--- src/mchan_consts.svh ---
/* DMA control-port decoder constants
   Widths, register selects and command word field positions */
`ifndef MCHAN_CONSTS_SVH
`define MCHAN_CONSTS_SVH

// Transfer IDs and 2D queue
`define MCHAN_NB_TRANSFERS      4
`define MCHAN_SID_WIDTH         ($clog2(`MCHAN_NB_TRANSFERS))
`define MCHAN_TWD_QUEUE_DEPTH   4
`define MCHAN_TWD_ADD_WIDTH     ($clog2(`MCHAN_TWD_QUEUE_DEPTH))

// Field and address widths
`define MCHAN_LEN_WIDTH         16
`define MCHAN_OPC_WIDTH         1
`define MCHAN_TCDM_ADD_WIDTH    12
`define MCHAN_EXT_ADD_WIDTH     29
`define MCHAN_TWD_COUNT_WIDTH   16
`define MCHAN_TWD_STRIDE_WIDTH  16

// Register selects on address bits 3:2
`define MCHAN_CMD_ADDR          2'd0
`define MCHAN_STATUS_ADDR       2'd1
`define MCHAN_ALLOC_STATUS_LSB  16  // Allocation mask in STATUS read data

// Command word layout
`define MCHAN_CMD_LEN_LSB       0
`define MCHAN_CMD_OPC_BIT       16
`define MCHAN_CMD_INC_BIT       17
`define MCHAN_CMD_TWD_BIT       18
`define MCHAN_CMD_ELE_BIT       19
`define MCHAN_CMD_ILE_BIT       20
`define MCHAN_CMD_BLE_BIT       21

// 2D word layout
`define MCHAN_TWD_COUNT_LSB     0
`define MCHAN_TWD_STRIDE_LSB    16

`endif

--- src/mchan_pkg.sv ---
/* DMA control-port decoder types
   Vector types for the meaningful widths and the control state encoding */
`default_nettype none

`include "mchan_consts.svh"

package mchan_pkg;

   typedef logic [31:0]                          word_t;        // Target port data
   typedef logic [`MCHAN_SID_WIDTH-1:0]          sid_t;
   typedef logic [`MCHAN_NB_TRANSFERS-1:0]       trans_mask_t;  // One bit per ID
   typedef logic [`MCHAN_LEN_WIDTH-1:0]          len_t;
   typedef logic [`MCHAN_OPC_WIDTH-1:0]          opc_t;
   typedef logic [`MCHAN_TWD_ADD_WIDTH-1:0]      twd_add_t;     // 2D queue slot
   typedef logic [`MCHAN_TCDM_ADD_WIDTH-1:0]     tcdm_add_t;
   typedef logic [`MCHAN_EXT_ADD_WIDTH-1:0]      ext_add_t;
   typedef logic [`MCHAN_TWD_COUNT_WIDTH-1:0]    twd_count_t;
   typedef logic [`MCHAN_TWD_STRIDE_WIDTH-1:0]   twd_stride_t;

   // Control sequencing states
   typedef enum logic [3:0]
   {
      IDLE,
      STATUS_GRANTED,
      CLR_GRANTED,
      RET_ID_GRANTED,
      CMD,
      CMD_GRANTED,
      TCDM,
      TCDM_GRANTED,
      EXT,
      EXT_GRANTED,
      TWD,
      TWD_GRANTED,
      TWD_GRANTED_NOWAIT,
      BUSY,
      BUSY2
   } ctrl_state_e;

endpackage

`default_nettype wire

--- src/mchan_cmd_unpack.sv ---
/* Command word unpacker
   Splits a CMD write word into command, address and 2D fields */
`timescale 1ns/1ps
`default_nettype none

`include "mchan_consts.svh"

module mchan_cmd_unpack
   import mchan_pkg::*;
(
   input  wire word_t  data_i,

   // Command word fields
   output len_t        len_o,
   output opc_t        opc_o,
   output logic        inc_o,
   output logic        twd_o,
   output logic        ele_o,
   output logic        ile_o,
   output logic        ble_o,

   // Address words
   output tcdm_add_t   tcdm_add_o,
   output ext_add_t    ext_add_o,

   // 2D word
   output twd_count_t  twd_count_o,
   output twd_stride_t twd_stride_o
);

   len_t        len_raw;
   twd_count_t  count_raw;
   twd_stride_t stride_raw;

   assign len_raw    = data_i[`MCHAN_CMD_LEN_LSB +: `MCHAN_LEN_WIDTH];
   assign count_raw  = data_i[`MCHAN_TWD_COUNT_LSB +: `MCHAN_TWD_COUNT_WIDTH];
   assign stride_raw = data_i[`MCHAN_TWD_STRIDE_LSB +: `MCHAN_TWD_STRIDE_WIDTH];

   // Software writes natural counts, the engine works on count minus one
   assign len_o        = len_raw - len_t'(1);
   assign twd_count_o  = count_raw - twd_count_t'(1);
   assign twd_stride_o = stride_raw - twd_stride_t'(1);

   assign opc_o = data_i[`MCHAN_CMD_OPC_BIT +: `MCHAN_OPC_WIDTH];
   assign inc_o = data_i[`MCHAN_CMD_INC_BIT];  // Incrementing address
   assign twd_o = data_i[`MCHAN_CMD_TWD_BIT];  // 2D transfer, one more word follows
   assign ele_o = data_i[`MCHAN_CMD_ELE_BIT];  // Event line enable
   assign ile_o = data_i[`MCHAN_CMD_ILE_BIT];  // Interrupt line enable
   assign ble_o = data_i[`MCHAN_CMD_BLE_BIT];  // Broadcast enable

   // Addresses sit in the low bits of their words
   assign tcdm_add_o = data_i[`MCHAN_TCDM_ADD_WIDTH-1:0];
   assign ext_add_o  = data_i[`MCHAN_EXT_ADD_WIDTH-1:0];

endmodule

`default_nettype wire

--- src/mchan_trans_regs.sv ---
/* Transfer bookkeeping registers
   Allocated ID, 2D queue slot and the pending 2D flag */
`timescale 1ns/1ps
`default_nettype none

module mchan_trans_regs
   import mchan_pkg::*;
(
   input  wire           clk_i,
   input  wire           rst_ni,

   input  wire           trans_alloc_req_i,
   input  wire           trans_alloc_gnt_i,
   input  wire sid_t     trans_alloc_ret_i,

   input  wire           twd_alloc_req_i,
   input  wire           twd_alloc_gnt_i,
   input  wire twd_add_t twd_alloc_add_i,

   input  wire           cmd_req_i,
   input  wire           cmd_gnt_i,
   input  wire           cmd_twd_i,
   input  wire           twd_queue_req_i,

   output sid_t          sid_o,
   output twd_add_t      twd_add_o,
   output logic          twd_trans_o
);

   sid_t     sid_q;
   twd_add_t twd_add_q;
   logic     twd_trans_q;

   // ID returned by the allocator
   always_ff @(posedge clk_i or negedge rst_ni)
   begin
      if (!rst_ni)
      begin
         sid_q <= '0;
      end
      else if (trans_alloc_req_i && trans_alloc_gnt_i)
      begin
         sid_q <= trans_alloc_ret_i;
      end
   end

   always_ff @(posedge clk_i or negedge rst_ni)
   begin
      if (!rst_ni)
      begin
         twd_add_q <= '0;
      end
      else if (twd_alloc_req_i && twd_alloc_gnt_i)
      begin
         twd_add_q <= twd_alloc_add_i;  // Slot reserved with the command
      end
   end

   // Set by a 2D command, cleared once its 2D word is queued
   always_ff @(posedge clk_i or negedge rst_ni)
   begin
      if (!rst_ni)
      begin
         twd_trans_q <= 1'b0;
      end
      else if (cmd_req_i && cmd_gnt_i && cmd_twd_i)
      begin
         twd_trans_q <= 1'b1;
      end
      else if (twd_queue_req_i)
      begin
         twd_trans_q <= 1'b0;
      end
   end

   assign sid_o       = sid_q;
   assign twd_add_o   = twd_add_q;
   assign twd_trans_o = twd_trans_q;

endmodule

`default_nettype wire

--- src/mchan_ctrl_fsm.sv ---
/* Control port sequencer
   Grants target accesses, strobes the command FIFOs and builds read data */
`timescale 1ns/1ps
`default_nettype none

`include "mchan_consts.svh"

module mchan_ctrl_fsm
   import mchan_pkg::*;
(
   input  wire              clk_i,
   input  wire              rst_ni,

   // Target port
   input  wire              ctrl_targ_req_i,
   input  wire              ctrl_targ_type_i,   // 1 = read
   input  wire logic [1:0]  reg_sel_i,
   input  wire word_t       ctrl_targ_data_i,
   output logic             ctrl_targ_gnt_o,
   output logic             ctrl_targ_r_valid_o,
   output word_t            ctrl_targ_r_data_o,

   // Downstream grants
   input  wire              cmd_gnt_i,
   input  wire              cmd_twd_i,
   input  wire              tcdm_gnt_i,
   input  wire              ext_gnt_i,
   input  wire              twd_alloc_gnt_i,
   input  wire              trans_alloc_gnt_i,

   // Synchronisation arbiter
   input  wire              arb_req_i,
   input  wire              arb_gnt_i,
   input  wire sid_t        arb_sid_i,

   // Stored transfer state
   input  wire sid_t        sid_i,
   input  wire              twd_trans_i,
   input  wire trans_mask_t trans_status_i,
   input  wire trans_mask_t trans_alloc_status_i,

   // Requests
   output logic             cmd_req_o,
   output logic             tcdm_req_o,
   output logic             ext_req_o,
   output logic             twd_alloc_req_o,
   output logic             twd_queue_req_o,
   output logic             trans_alloc_req_o,
   output trans_mask_t      trans_alloc_clr_o,
   output logic             busy_o
);

   ctrl_state_e state_q;
   ctrl_state_e state_d;

   logic        wr_cmd;      // Write to the CMD register
   logic        cmd_ok;      // Command word can be taken now
   logic        arb_match;   // Arbiter serves our own ID
   ctrl_state_e busy_next;

   assign wr_cmd    = !ctrl_targ_type_i && (reg_sel_i == `MCHAN_CMD_ADDR);
   assign cmd_ok    = cmd_gnt_i && (!cmd_twd_i || twd_alloc_gnt_i);
   assign arb_match = arb_req_i && arb_gnt_i && (arb_sid_i == sid_i);
   assign busy_next = arb_match ? BUSY2 : BUSY;

   //**************************************************
   // State register
   //**************************************************
   always_ff @(posedge clk_i or negedge rst_ni)
   begin
      if (!rst_ni)
      begin
         state_q <= IDLE;
      end
      else
      begin
         state_q <= state_d;
      end
   end

   //**************************************************
   // Next state and outputs
   //**************************************************
   always_comb
   begin
      state_d             = state_q;
      ctrl_targ_gnt_o     = 1'b0;
      ctrl_targ_r_valid_o = 1'b0;
      ctrl_targ_r_data_o  = '0;
      cmd_req_o           = 1'b0;
      tcdm_req_o          = 1'b0;
      ext_req_o           = 1'b0;
      twd_alloc_req_o     = 1'b0;
      twd_queue_req_o     = 1'b0;
      trans_alloc_req_o   = 1'b0;
      trans_alloc_clr_o   = '0;
      busy_o              = 1'b1;

      case (state_q)
         IDLE:
         begin
            busy_o = ctrl_targ_req_i;
            if (ctrl_targ_req_i)
            begin
               case (reg_sel_i)
                  `MCHAN_CMD_ADDR:
                  begin
                     if (ctrl_targ_type_i)
                     begin
                        trans_alloc_req_o = 1'b1;  // Held until an ID is free
                        if (trans_alloc_gnt_i)
                        begin
                           ctrl_targ_gnt_o = 1'b1;
                           state_d         = RET_ID_GRANTED;
                        end
                     end
                     else if (cmd_ok)  // Otherwise stall here
                     begin
                        ctrl_targ_gnt_o = 1'b1;
                        cmd_req_o       = 1'b1;
                        twd_alloc_req_o = cmd_twd_i;
                        state_d         = CMD_GRANTED;
                     end
                  end
                  `MCHAN_STATUS_ADDR:
                  begin
                     ctrl_targ_gnt_o = 1'b1;  // Never stalls
                     if (ctrl_targ_type_i)
                     begin
                        state_d = STATUS_GRANTED;
                     end
                     else
                     begin
                        trans_alloc_clr_o = ctrl_targ_data_i[`MCHAN_NB_TRANSFERS-1:0];
                        state_d           = CLR_GRANTED;
                     end
                  end
                  default:
                  begin
                     state_d = IDLE;
                  end
               endcase
            end
         end

         STATUS_GRANTED:
         begin
            ctrl_targ_r_valid_o = 1'b1;
            ctrl_targ_r_data_o[`MCHAN_NB_TRANSFERS-1:0] = trans_status_i;
            ctrl_targ_r_data_o[`MCHAN_ALLOC_STATUS_LSB +: `MCHAN_NB_TRANSFERS] =
               trans_alloc_status_i;
            state_d = IDLE;
         end

         CLR_GRANTED:
         begin
            ctrl_targ_r_valid_o = 1'b1;
            state_d             = IDLE;
         end

         // Command word, possibly right behind the ID read response
         RET_ID_GRANTED, CMD:
         begin
            if (state_q == RET_ID_GRANTED)
            begin
               ctrl_targ_r_valid_o = 1'b1;
               ctrl_targ_r_data_o  = word_t'(sid_i);
            end
            state_d = CMD;
            if (ctrl_targ_req_i && cmd_gnt_i)
            begin
               if (!wr_cmd)
               begin
                  state_d = IDLE;  // Broken sequence
               end
               else if (cmd_ok)
               begin
                  ctrl_targ_gnt_o = 1'b1;
                  cmd_req_o       = 1'b1;
                  twd_alloc_req_o = cmd_twd_i;
                  state_d         = CMD_GRANTED;
               end
            end
         end

         // TCDM address word
         CMD_GRANTED, TCDM:
         begin
            ctrl_targ_r_valid_o = (state_q == CMD_GRANTED);
            state_d             = TCDM;
            if (ctrl_targ_req_i && tcdm_gnt_i)
            begin
               state_d = IDLE;
               if (wr_cmd)
               begin
                  ctrl_targ_gnt_o = 1'b1;
                  tcdm_req_o      = 1'b1;
                  state_d         = TCDM_GRANTED;
               end
            end
         end

         // External address word
         TCDM_GRANTED, EXT:
         begin
            ctrl_targ_r_valid_o = (state_q == TCDM_GRANTED);
            state_d             = EXT;
            if (ctrl_targ_req_i && ext_gnt_i)
            begin
               state_d = IDLE;
               if (wr_cmd)
               begin
                  ctrl_targ_gnt_o = 1'b1;
                  ext_req_o       = 1'b1;
                  state_d         = EXT_GRANTED;
               end
            end
         end

         // Optional 2D word, then wait for the arbiter
         EXT_GRANTED, TWD:
         begin
            ctrl_targ_r_valid_o = (state_q == EXT_GRANTED);
            if ((state_q == EXT_GRANTED) && !twd_trans_i)
            begin
               state_d = busy_next;  // 1D transfer complete
            end
            else if (!ctrl_targ_req_i)
            begin
               state_d = TWD;
            end
            else if (wr_cmd)
            begin
               ctrl_targ_gnt_o = 1'b1;
               twd_queue_req_o = 1'b1;  // Queue has no grant
               state_d         = arb_match ? TWD_GRANTED_NOWAIT : TWD_GRANTED;
            end
            else
            begin
               state_d = (state_q == TWD) ? IDLE : busy_next;
            end
         end

         TWD_GRANTED:
         begin
            ctrl_targ_r_valid_o = 1'b1;
            state_d             = busy_next;
         end

         TWD_GRANTED_NOWAIT:
         begin
            ctrl_targ_r_valid_o = 1'b1;
            state_d             = BUSY2;
         end

         BUSY:
         begin
            state_d = busy_next;
         end

         // Own ID arbitrated, wait for its completion
         BUSY2:
         begin
            if (trans_status_i[sid_i])
            begin
               state_d = IDLE;
            end
         end

         default:
         begin
            state_d = IDLE;
         end
      endcase
   end

endmodule

`default_nettype wire

--- src/mchan_addr_decoder.sv ---
/* DMA control-port command decoder
   Turns target port writes into command FIFO entries and serves ID and status reads */
`timescale 1ns/1ps
`default_nettype none

module mchan_addr_decoder
   import mchan_pkg::*;
(
   input  wire              clk_i,
   input  wire              rst_ni,

   // Control target port
   input  wire              ctrl_targ_req_i,
   input  wire              ctrl_targ_type_i,
   input  wire word_t       ctrl_targ_add_i,
   input  wire word_t       ctrl_targ_data_i,
   output logic             ctrl_targ_gnt_o,
   output logic             ctrl_targ_r_valid_o,
   output word_t            ctrl_targ_r_data_o,

   // Command FIFO
   input  wire              cmd_gnt_i,
   output logic             cmd_req_o,
   output len_t             cmd_len_o,
   output opc_t             cmd_opc_o,
   output logic             cmd_inc_o,
   output logic             cmd_twd_o,
   output logic             cmd_ele_o,
   output logic             cmd_ile_o,
   output logic             cmd_ble_o,
   output twd_add_t         cmd_twd_add_o,
   output sid_t             cmd_sid_o,

   // Address FIFOs
   input  wire              tcdm_gnt_i,
   output logic             tcdm_req_o,
   output tcdm_add_t        tcdm_add_o,
   input  wire              ext_gnt_i,
   output logic             ext_req_o,
   output ext_add_t         ext_add_o,

   // Synchronisation arbiter
   input  wire              arb_req_i,
   input  wire              arb_gnt_i,
   input  wire sid_t        arb_sid_i,

   // 2D queue
   output logic             twd_trans_o,
   output logic             twd_alloc_req_o,
   input  wire              twd_alloc_gnt_i,
   input  wire twd_add_t    twd_alloc_add_i,
   output logic             twd_queue_req_o,
   output twd_add_t         twd_queue_add_o,
   output twd_count_t       twd_queue_count_o,
   output twd_stride_t      twd_queue_stride_o,
   output sid_t             twd_queue_sid_o,

   // Transfer ID allocation and status
   output logic             trans_alloc_req_o,
   input  wire              trans_alloc_gnt_i,
   input  wire sid_t        trans_alloc_ret_i,
   output trans_mask_t      trans_alloc_clr_o,
   input  wire trans_mask_t trans_alloc_status_i,
   input  wire trans_mask_t trans_status_i,

   output logic             busy_o
);

   sid_t     sid;       // Current transfer ID
   twd_add_t twd_add;   // Reserved 2D slot

   mchan_cmd_unpack mchan_cmd_unpack_i
   (
      .data_i       ( ctrl_targ_data_i   ),
      .len_o        ( cmd_len_o          ),
      .opc_o        ( cmd_opc_o          ),
      .inc_o        ( cmd_inc_o          ),
      .twd_o        ( cmd_twd_o          ),
      .ele_o        ( cmd_ele_o          ),
      .ile_o        ( cmd_ile_o          ),
      .ble_o        ( cmd_ble_o          ),
      .tcdm_add_o   ( tcdm_add_o         ),
      .ext_add_o    ( ext_add_o          ),
      .twd_count_o  ( twd_queue_count_o  ),
      .twd_stride_o ( twd_queue_stride_o )
   );

   mchan_ctrl_fsm mchan_ctrl_fsm_i
   (
      .clk_i                ( clk_i                 ),
      .rst_ni               ( rst_ni                ),
      .ctrl_targ_req_i      ( ctrl_targ_req_i       ),
      .ctrl_targ_type_i     ( ctrl_targ_type_i      ),
      .reg_sel_i            ( ctrl_targ_add_i[3:2]  ),  // Word select
      .ctrl_targ_data_i     ( ctrl_targ_data_i      ),
      .ctrl_targ_gnt_o      ( ctrl_targ_gnt_o       ),
      .ctrl_targ_r_valid_o  ( ctrl_targ_r_valid_o   ),
      .ctrl_targ_r_data_o   ( ctrl_targ_r_data_o    ),
      .cmd_gnt_i            ( cmd_gnt_i             ),
      .cmd_twd_i            ( cmd_twd_o             ),
      .tcdm_gnt_i           ( tcdm_gnt_i            ),
      .ext_gnt_i            ( ext_gnt_i             ),
      .twd_alloc_gnt_i      ( twd_alloc_gnt_i       ),
      .trans_alloc_gnt_i    ( trans_alloc_gnt_i     ),
      .arb_req_i            ( arb_req_i             ),
      .arb_gnt_i            ( arb_gnt_i             ),
      .arb_sid_i            ( arb_sid_i             ),
      .sid_i                ( sid                   ),
      .twd_trans_i          ( twd_trans_o           ),
      .trans_status_i       ( trans_status_i        ),
      .trans_alloc_status_i ( trans_alloc_status_i  ),
      .cmd_req_o            ( cmd_req_o             ),
      .tcdm_req_o           ( tcdm_req_o            ),
      .ext_req_o            ( ext_req_o             ),
      .twd_alloc_req_o      ( twd_alloc_req_o       ),
      .twd_queue_req_o      ( twd_queue_req_o       ),
      .trans_alloc_req_o    ( trans_alloc_req_o     ),
      .trans_alloc_clr_o    ( trans_alloc_clr_o     ),
      .busy_o               ( busy_o                )
   );

   mchan_trans_regs mchan_trans_regs_i
   (
      .clk_i             ( clk_i             ),
      .rst_ni            ( rst_ni            ),
      .trans_alloc_req_i ( trans_alloc_req_o ),
      .trans_alloc_gnt_i ( trans_alloc_gnt_i ),
      .trans_alloc_ret_i ( trans_alloc_ret_i ),
      .twd_alloc_req_i   ( twd_alloc_req_o   ),
      .twd_alloc_gnt_i   ( twd_alloc_gnt_i   ),
      .twd_alloc_add_i   ( twd_alloc_add_i   ),
      .cmd_req_i         ( cmd_req_o         ),
      .cmd_gnt_i         ( cmd_gnt_i         ),
      .cmd_twd_i         ( cmd_twd_o         ),
      .twd_queue_req_i   ( twd_queue_req_o   ),
      .sid_o             ( sid               ),
      .twd_add_o         ( twd_add           ),
      .twd_trans_o       ( twd_trans_o       )
   );

   // The command carries the slot granted with it, the 2D word the stored one
   assign cmd_twd_add_o   = twd_alloc_add_i;
   assign twd_queue_add_o = twd_add;
   assign cmd_sid_o       = sid;
   assign twd_queue_sid_o = sid;

endmodule

`default_nettype wire

--- config.mk ---
export PLATFORM = sky130hd
export DESIGN_NAME = mchan_addr_decoder
export DESIGN_NICKNAME = d
export VERILOG_FILES = /design/src/mchan_pkg.sv /design/src/mchan_cmd_unpack.sv /design/src/mchan_trans_regs.sv /design/src/mchan_ctrl_fsm.sv /design/src/mchan_addr_decoder.sv
export VERILOG_INCLUDE_DIRS = /design/src
export SDC_FILE = /design/constraint.sdc
export NUM_CORES = 1
export LEC_CHECK = 0
export BUFFER_PORTS_ARGS = -buffer_cell sky130_fd_sc_hd__buf_2
export CORE_AREA = 3 3 92 94
export CTS_BUF_LIST = sky130_fd_sc_hd__clkbuf_16
export CTS_CLUSTER_DIAMETER = 100
export DETAILED_ROUTE_END_ITERATION = 8
export DIE_AREA = 0 0 95 97
export GPL_TIMING_DRIVEN = 0
export PLACE_DENSITY_LB_ADDON = 0.2
export SYNTH_ARGS = -nofsm -noshare
export SYNTH_HDL_FRONTEND = slang
export SYNTH_HIERARCHICAL = 1
export SYNTH_SLANG_ARGS = --single-unit
--- constraint.sdc ---
create_clock -name clk_i -period 2 [get_ports clk_i]
set_input_delay 0.2 -clock clk_i [delete_from_list [all_inputs] [get_ports clk_i]]
set_output_delay 0.2 -clock clk_i [all_outputs]
set_load 0.005 [all_outputs]
After elaboration in Yosys (flattened, before gate mapping):

Index checks and enable logic that the tools add are counted.

* bits of input ports: 89
* output and inout port bits: 149
* register bits after elaboration: 9
* word-level logic and storage cells: 120

* eq/ne operators: 20
* reductions and logical operators: 26
* order comparisons: 1
* add/subtract/negate cells: 2
* multiplexer cells: 67

Operators with widths (count)
* $mux 4: 17
* $mux 1: 33
* $pmux 4 s8: 1
* $sub 16x1->16 const B: 2
* $eq 4x4->1 const B: 7
* $pmux 4 s2: 3
* $eq 4x3->1 const B: 4
* $logic_and 1x1->1: 12
* $mux 12: 1
* $pmux 1 s5: 2
* $reduce_or 2->1: 5
* $mux 3: 3
* $eq 4x2->1 const B: 2
* $mux 2: 3
* $pmux 1 s2: 3
* $eq 4x1->1 const B: 1
* $logic_not 4->1: 1
* $ne 4x3->1 const B: 1
* $ne 4x4->1 const B: 1
* $reduce_and 4->1: 1
* $reduce_or 4->1: 1
* $logic_not 1->1: 3
* $lt 2x3->1 const B: 1
* $bmux 1 s2: 1
* other kinds (7): 7

Depth between registers and ports, before layout:

* word-level depth: 11
* mapped depth: 8

By module:

The synthesis kept the hierarchy.

By module, submodules not included
* mchan_ctrl_fsm: times used 1, cells each 154, area each 1091.0 sq um, sequential area each 100.1 sq um
* mchan_cmd_unpack: times used 1, cells each 146, area each 1046.0 sq um, sequential area each 0.0 sq um
* mchan_trans_regs: times used 1, cells each 14, area each 211.5 sq um, sequential area each 125.1 sq um
* mchan_addr_decoder: times used 1, cells each 4, area each 30.0 sq um, sequential area each 0.0 sq um

Least setup slack after synthesis:

OpenSTA, ideal clock, no wires.

* kind: register to register
* start point: register mchan_ctrl_fsm_i.state_q[1]
* end point: register mchan_trans_regs_i.sid_q[0] (netlist: mchan_trans_regs_i/sid_o[0])
* arrival: 1.953 ns
* period minus slack after synthesis: 2.078 ns
* cell stages (with the launch flop): 9
* required time: 1.875 ns
* library setup time: 0.125 ns
* path slack: -0.078 ns
* buffers on the path: 2
* path through: dfrtp_1 -> buf_2 -> or2_2 -> clkbuf_1 -> nor3_2 -> nand2_1 -> nor3b_1 -> nand2_2 -> mux2_4

* longest elaborated chain between the ends: 3

Ends and longest elaborated chain
* start, declared: RTL line mchan_ctrl_fsm.sv:53 `ctrl_state_e state_q;`
* start signal, assigned: RTL line mchan_ctrl_fsm.sv:77 `state_q <= state_d;`
* $logic_not 4->1: RTL line mchan_ctrl_fsm.sv:99 `case (state_q)`
* $mux 1: RTL line mchan_ctrl_fsm.sv:99
* via trans_alloc_req_o: RTL line mchan_addr_decoder.sv:59 `output logic trans_alloc_req_o,`
* $logic_and 1x1->1: RTL line mchan_trans_regs.sv:41 `else if (trans_alloc_req_i && trans_alloc_gnt_i)`
* end signal, assigned: RTL line mchan_trans_regs.sv:43 `sid_q <= trans_alloc_ret_i;`
* end, declared: RTL line mchan_trans_regs.sv:30 `sid_t sid_q;`

The timed path passes the listed nets, and every way through them passes these cells.
A chain may end at the register's enable or synchronous reset.

Final worst setup path:

* start point: register mchan_ctrl_fsm_i.state_q[0]
* end point: output ctrl_targ_gnt_o

* longest elaborated chain between the ends: 4
* elaborated cells on any way between the ends: 16
* classes of those cells: eq/ne (8); mux (2); reduce/logical (6)

Ends and longest elaborated chain
* $eq 4x4->1: RTL line mchan_ctrl_fsm.sv:99, mchan_ctrl_fsm.sv:224
* $logic_and 1x1->1: RTL line mchan_ctrl_fsm.sv:224 `if ((state_q == EXT_GRANTED) && !twd_trans_i)`
* $mux 1: RTL line mchan_ctrl_fsm.sv:224
* $pmux 1 s5 *: RTL line mchan_ctrl_fsm.sv:99
* end, declared: RTL line mchan_addr_decoder.sv:17 `output logic ctrl_targ_gnt_o,`

Every way passes the cells marked *; elsewhere a longest branch is shown, timed or not.

==> impl_metrics.py <==
metrics = {
    "logic_synthesis": {
        "syn-cell-area_um2": 2380,
        "synthTopCellsByArea": "buf_4 (29%), dfrtp_1 (9.5%), xnor2_1 (7.4%)",
        "synth_top_area_cell": "buf_4",
        "synth_commonest_cells": "buf_4 (91), nor2_1 (25), xnor2_1 (20), nand2_1 (15), xor2_1 (12)",
        "syn_inst": 318,
        "avgSynthCellArea_um2": 7.48,
        "yosysMostFrequentCell": "buf_4",
        "synthArstFlopShare_pct": 100,
        "synth_ff_type": "dfrtp_1",
        "ys_seq_elements": 9,
        "yosysWarnings": 6,
        "synth.distinct_cells": 61,
        "yosysSeqAreaShare_pct": 9.47,
        "synth_top_area_share_pct": 28.7,
        "synth_edf_count": 0,
    },
    "hold_path": {
        "hold_depth": 2,
        "holdPathEnd": "mchan_trans_regs_i/sid_o[1]$_DFFE_PN0P_",
        "hold_start": "trans_alloc_ret_i[1]",
        "hp-class": "in -> reg",
    },
    "worst_setup_path": {
        "critPathTopFamily": "simple AND/OR/NAND/NOR gates",
        "worstPathArrival_ns": 1.93,
        "cp-startpoint": "mchan_ctrl_fsm_i/state_q[0]$_DFFE_PN0P_",
        "max_stage_delay_ns": 0.38,
        "r2r_cells": 6,
        "crit_fanout": 7,
        "start_kind": "flip-flop",
        "path_buf_inv": 2,
        "r2r_setup_slack_ns": -0.01,
        "crit_required_ns": 1.80,
        "cp.depth": 7,
        "slowest_stage": "or3b_1",
        "timing.rr.end": "mchan_trans_regs_i/sid_o[0]$_DFFE_PN0P_",
        "criticalPathCategory": "reg -> out",
        "worstPathCellList": "buf_6 > mux2_2 > a22oi_2 > nor3_1 > nor3_4 > or3b_1 > buf_2",
        "crit_path_end_kind": "output port",
        "r2r-start": "mchan_ctrl_fsm_i/state_q[1]$_DFFE_PN0P_",
    },
    "grt": {
        "grt_antenna_before_repair": 0,
        "grt_remaining_overflow": 0,
        "grt_pass1_wl_um": 12400,
        "grt_pass1_vias": 2506,
        "grtUsageTotal_pct": 16.4,
        "grt_max_degree": 11,
    },
    "layout": {
        "insertedDiodeCount": 0,
        "nets": 625,
        "final_layout_size_suffix_gt1_share_pct": 60.8,
        "syn2layout_area_growth_pct": 58.3,
    },
    "sta": {
        "hold_violations": 0,
        "setup_ws_ns": -0.128,
        "min_period_over_period_pct": 106,
        "rsz0062_at_grt": "true",
        "min_period_ns": 2.13,
        "maxSlewViolCount": 0,
        "slew_headroom_pct": 57.7,
        "worstMarginPinSlew_ns": 0.630,
        "fmax_mhz": 470,
        "setup_viol": 8,
        "clock_skew_ns": 0.00230,
        "finalSetupTns_ns": -0.434,
    },
    "run_status": {
        "status": "complete, but fails checks",
        "violations": "setup timing",
    },
    "die": {
        "die_x_um": 95,
        "core_area_um2": 7730,
        "fp.dieH_um": 97,
        "pin_count": 238,
        "num_rows": 32,
        "dieArea_um2": 9220,
        "floorplan.initialDensity_pct": 30.8,
    },
    "route": {
        "firstDrtPassIters": 4,
        "drtIter0Drc": 75,
        "wl_per_cell_um": 12.9,
        "drt_wl_total_um": 8220,
        "ant_nets": 0,
        "dr_total_vias": 2822,
        "drc": 0,
        "vias_per_cell": 4.44,
    },
    "clock_tree": {
        "cts_tree": "done",
        "cts_buffers": 3,
        "clockRootBuffer": "clkbuf_16",
        "clk_latency_ns": 0.23,
        "htree_levels": 1,
        "clk_pin_slew_ns": 0.04,
        "cts.sinks": 9,
        "cts.path.max_buffers": 2,
    },
    "placed_design": {
        "io_buffers": 183,
        "place.gp.congestion": 0.882,
        "post-dp-hpwl_um": 6930,
    },
    "pwr": {
        "power_density_nw_per_um2": 493,
        "totalPowerFinal_mw": 1.85,
        "p_leak_nw": 2.09,
        "peakVddDrop_mv": 0.218,
    },
    "job": {
        "cap_violations": 0,
    },
}
-- layout make-up --
type / count / area (um^2)
clock inverter: 1 / 3.75
sequential: 9 / 226
multi-input combinational: 224 / 1600
buffer: 98 / 723
timing repair buffer: 191 / 978
fill: 772 / 3960
tap: 102 / 128
clock buffer: 3 / 75.1
inverter: 7 / 26.3
-- timing repair --
| action | in CTS | in global routing |
|---|---|---|
| endpoints found under the setup margin | 12 | 26 |
| endpoints found under the hold margin | 9 | 0 |
| resized for setup | 14 | 12 |
| pin swaps | 4 | 2 |
| buffers inserted | 4 | 3 |
| hold buffers | 1 | 0 |
-- cell usage in the layout (no fill, tap or decap), types with 2 or more instances in the layout --
cell         n
a21oi_1      7
nand2_2      3
xor2_1      12
nor2b_1      6
xnor2_1     20
nor3_1       7
a31oi_1      2
clkbuf_2     2
nor2_1      24
mux2i_1      2
and2_1       5
nand2_1     14
nor4_1       7
buf_4       98
nand3_1      6
clkbuf_16    3
mux2_4       4
o21ai_0      5
or3_1        2
inv_1        8
a211oi_1     2
dfrtp_1      8
nor4b_4      2
or2_2        2
nand2b_1     9
nor4_4       2
nor3_4       3
buf_2      186
conb_1      24
nand4_1      9
a21o_1       3
and3_1       6
-- kinds of logic (layout without fill, tap and decap cells) --
kind of cell / Yosys count / count (layout) / synth area share (%)
adder cells (fa/ha/maj): 2 / 2 / 1.05
flip-flops: 9 / 9 / 9.47
AND/OR/NAND/NOR: 121 / 121 / 29.9
buffers and inverters: 108 / 300 / 31.7
AO/OA/AOI/OAI: 37 / 37 / 11.2
XOR/XNOR: 32 / 32 / 11.8
other: 1 / 24 / 0.158
multiplexers: 8 / 8 / 4.79
-- metal layers --
| metal | share of wire, % | up-vias | wire (um) | GRT usage, % |
|---|---|---|---|---|
| li1 | - | 1421 | - | - |
| met1 | 39 | 1271 | 3210 | 19.9 |
| met2 | 52 | 122 | 4290 | 29.6 |
| met3 | 7.7 | 8 | 634 | 2.64 |
| met4 | 1.1 | 0 | 87 | 3.66 |
| met5 | 0 | - | 0 | 0 |
-- where the power goes --
group	switching, mW	internal (mW)
combinational	0.583	0.632
sequential	0.0704	0.231
clock	0.0781	0.260
-- registers in the layout, indices dropped and copies added, names as in the netlist --
register                        flops
mchan_trans_regs_i/twd_trans_o      1
mchan_trans_regs_i/sid_o            2
mchan_trans_regs_i/twd_add_o        2
mchan_ctrl_fsm_i/state_q            4
-- worst max-delay path by stage --
| stage | endpoint | slack (ns) |
|---|---|---|
| floorplan | mchan_trans_regs_i/sid_o[0]$_DFFE_PN0P_ | 0.02 |
| global placement | mchan_trans_regs_i/sid_o[0]$_DFFE_PN0P_ | -0.15 |
| detailed placement | mchan_trans_regs_i/sid_o[0]$_DFFE_PN0P_ | -0.16 |
| CTS | ctrl_targ_gnt_o | -0.16 |
| global route | ctrl_targ_gnt_o | -0.20 |
| finish | ctrl_targ_gnt_o | -0.13 |
-- per-stage QoR --
stage | instances | instance area [um^2] | setup slack (ns) | hold WS [ns] | utilization, %
after CTS | 632 | 3670 | -0.161 | 0.196 | 47.5
final | 635 | 3760 | -0.128 | 0.197 | 48.7
after global placement | 626 | 3510 | -0.155 | 0.0551 | 45.5
after global routing | 635 | 3760 | -0.196 | 0.201 | 48.7
after detailed placement | 626 | 3510 | -0.159 | 0.0568 | 45.5
after floorplan | 341 | 2470 | 0.0244 | -0.0956 | -
Note: power is estimated with default switching activity, not from simulation.
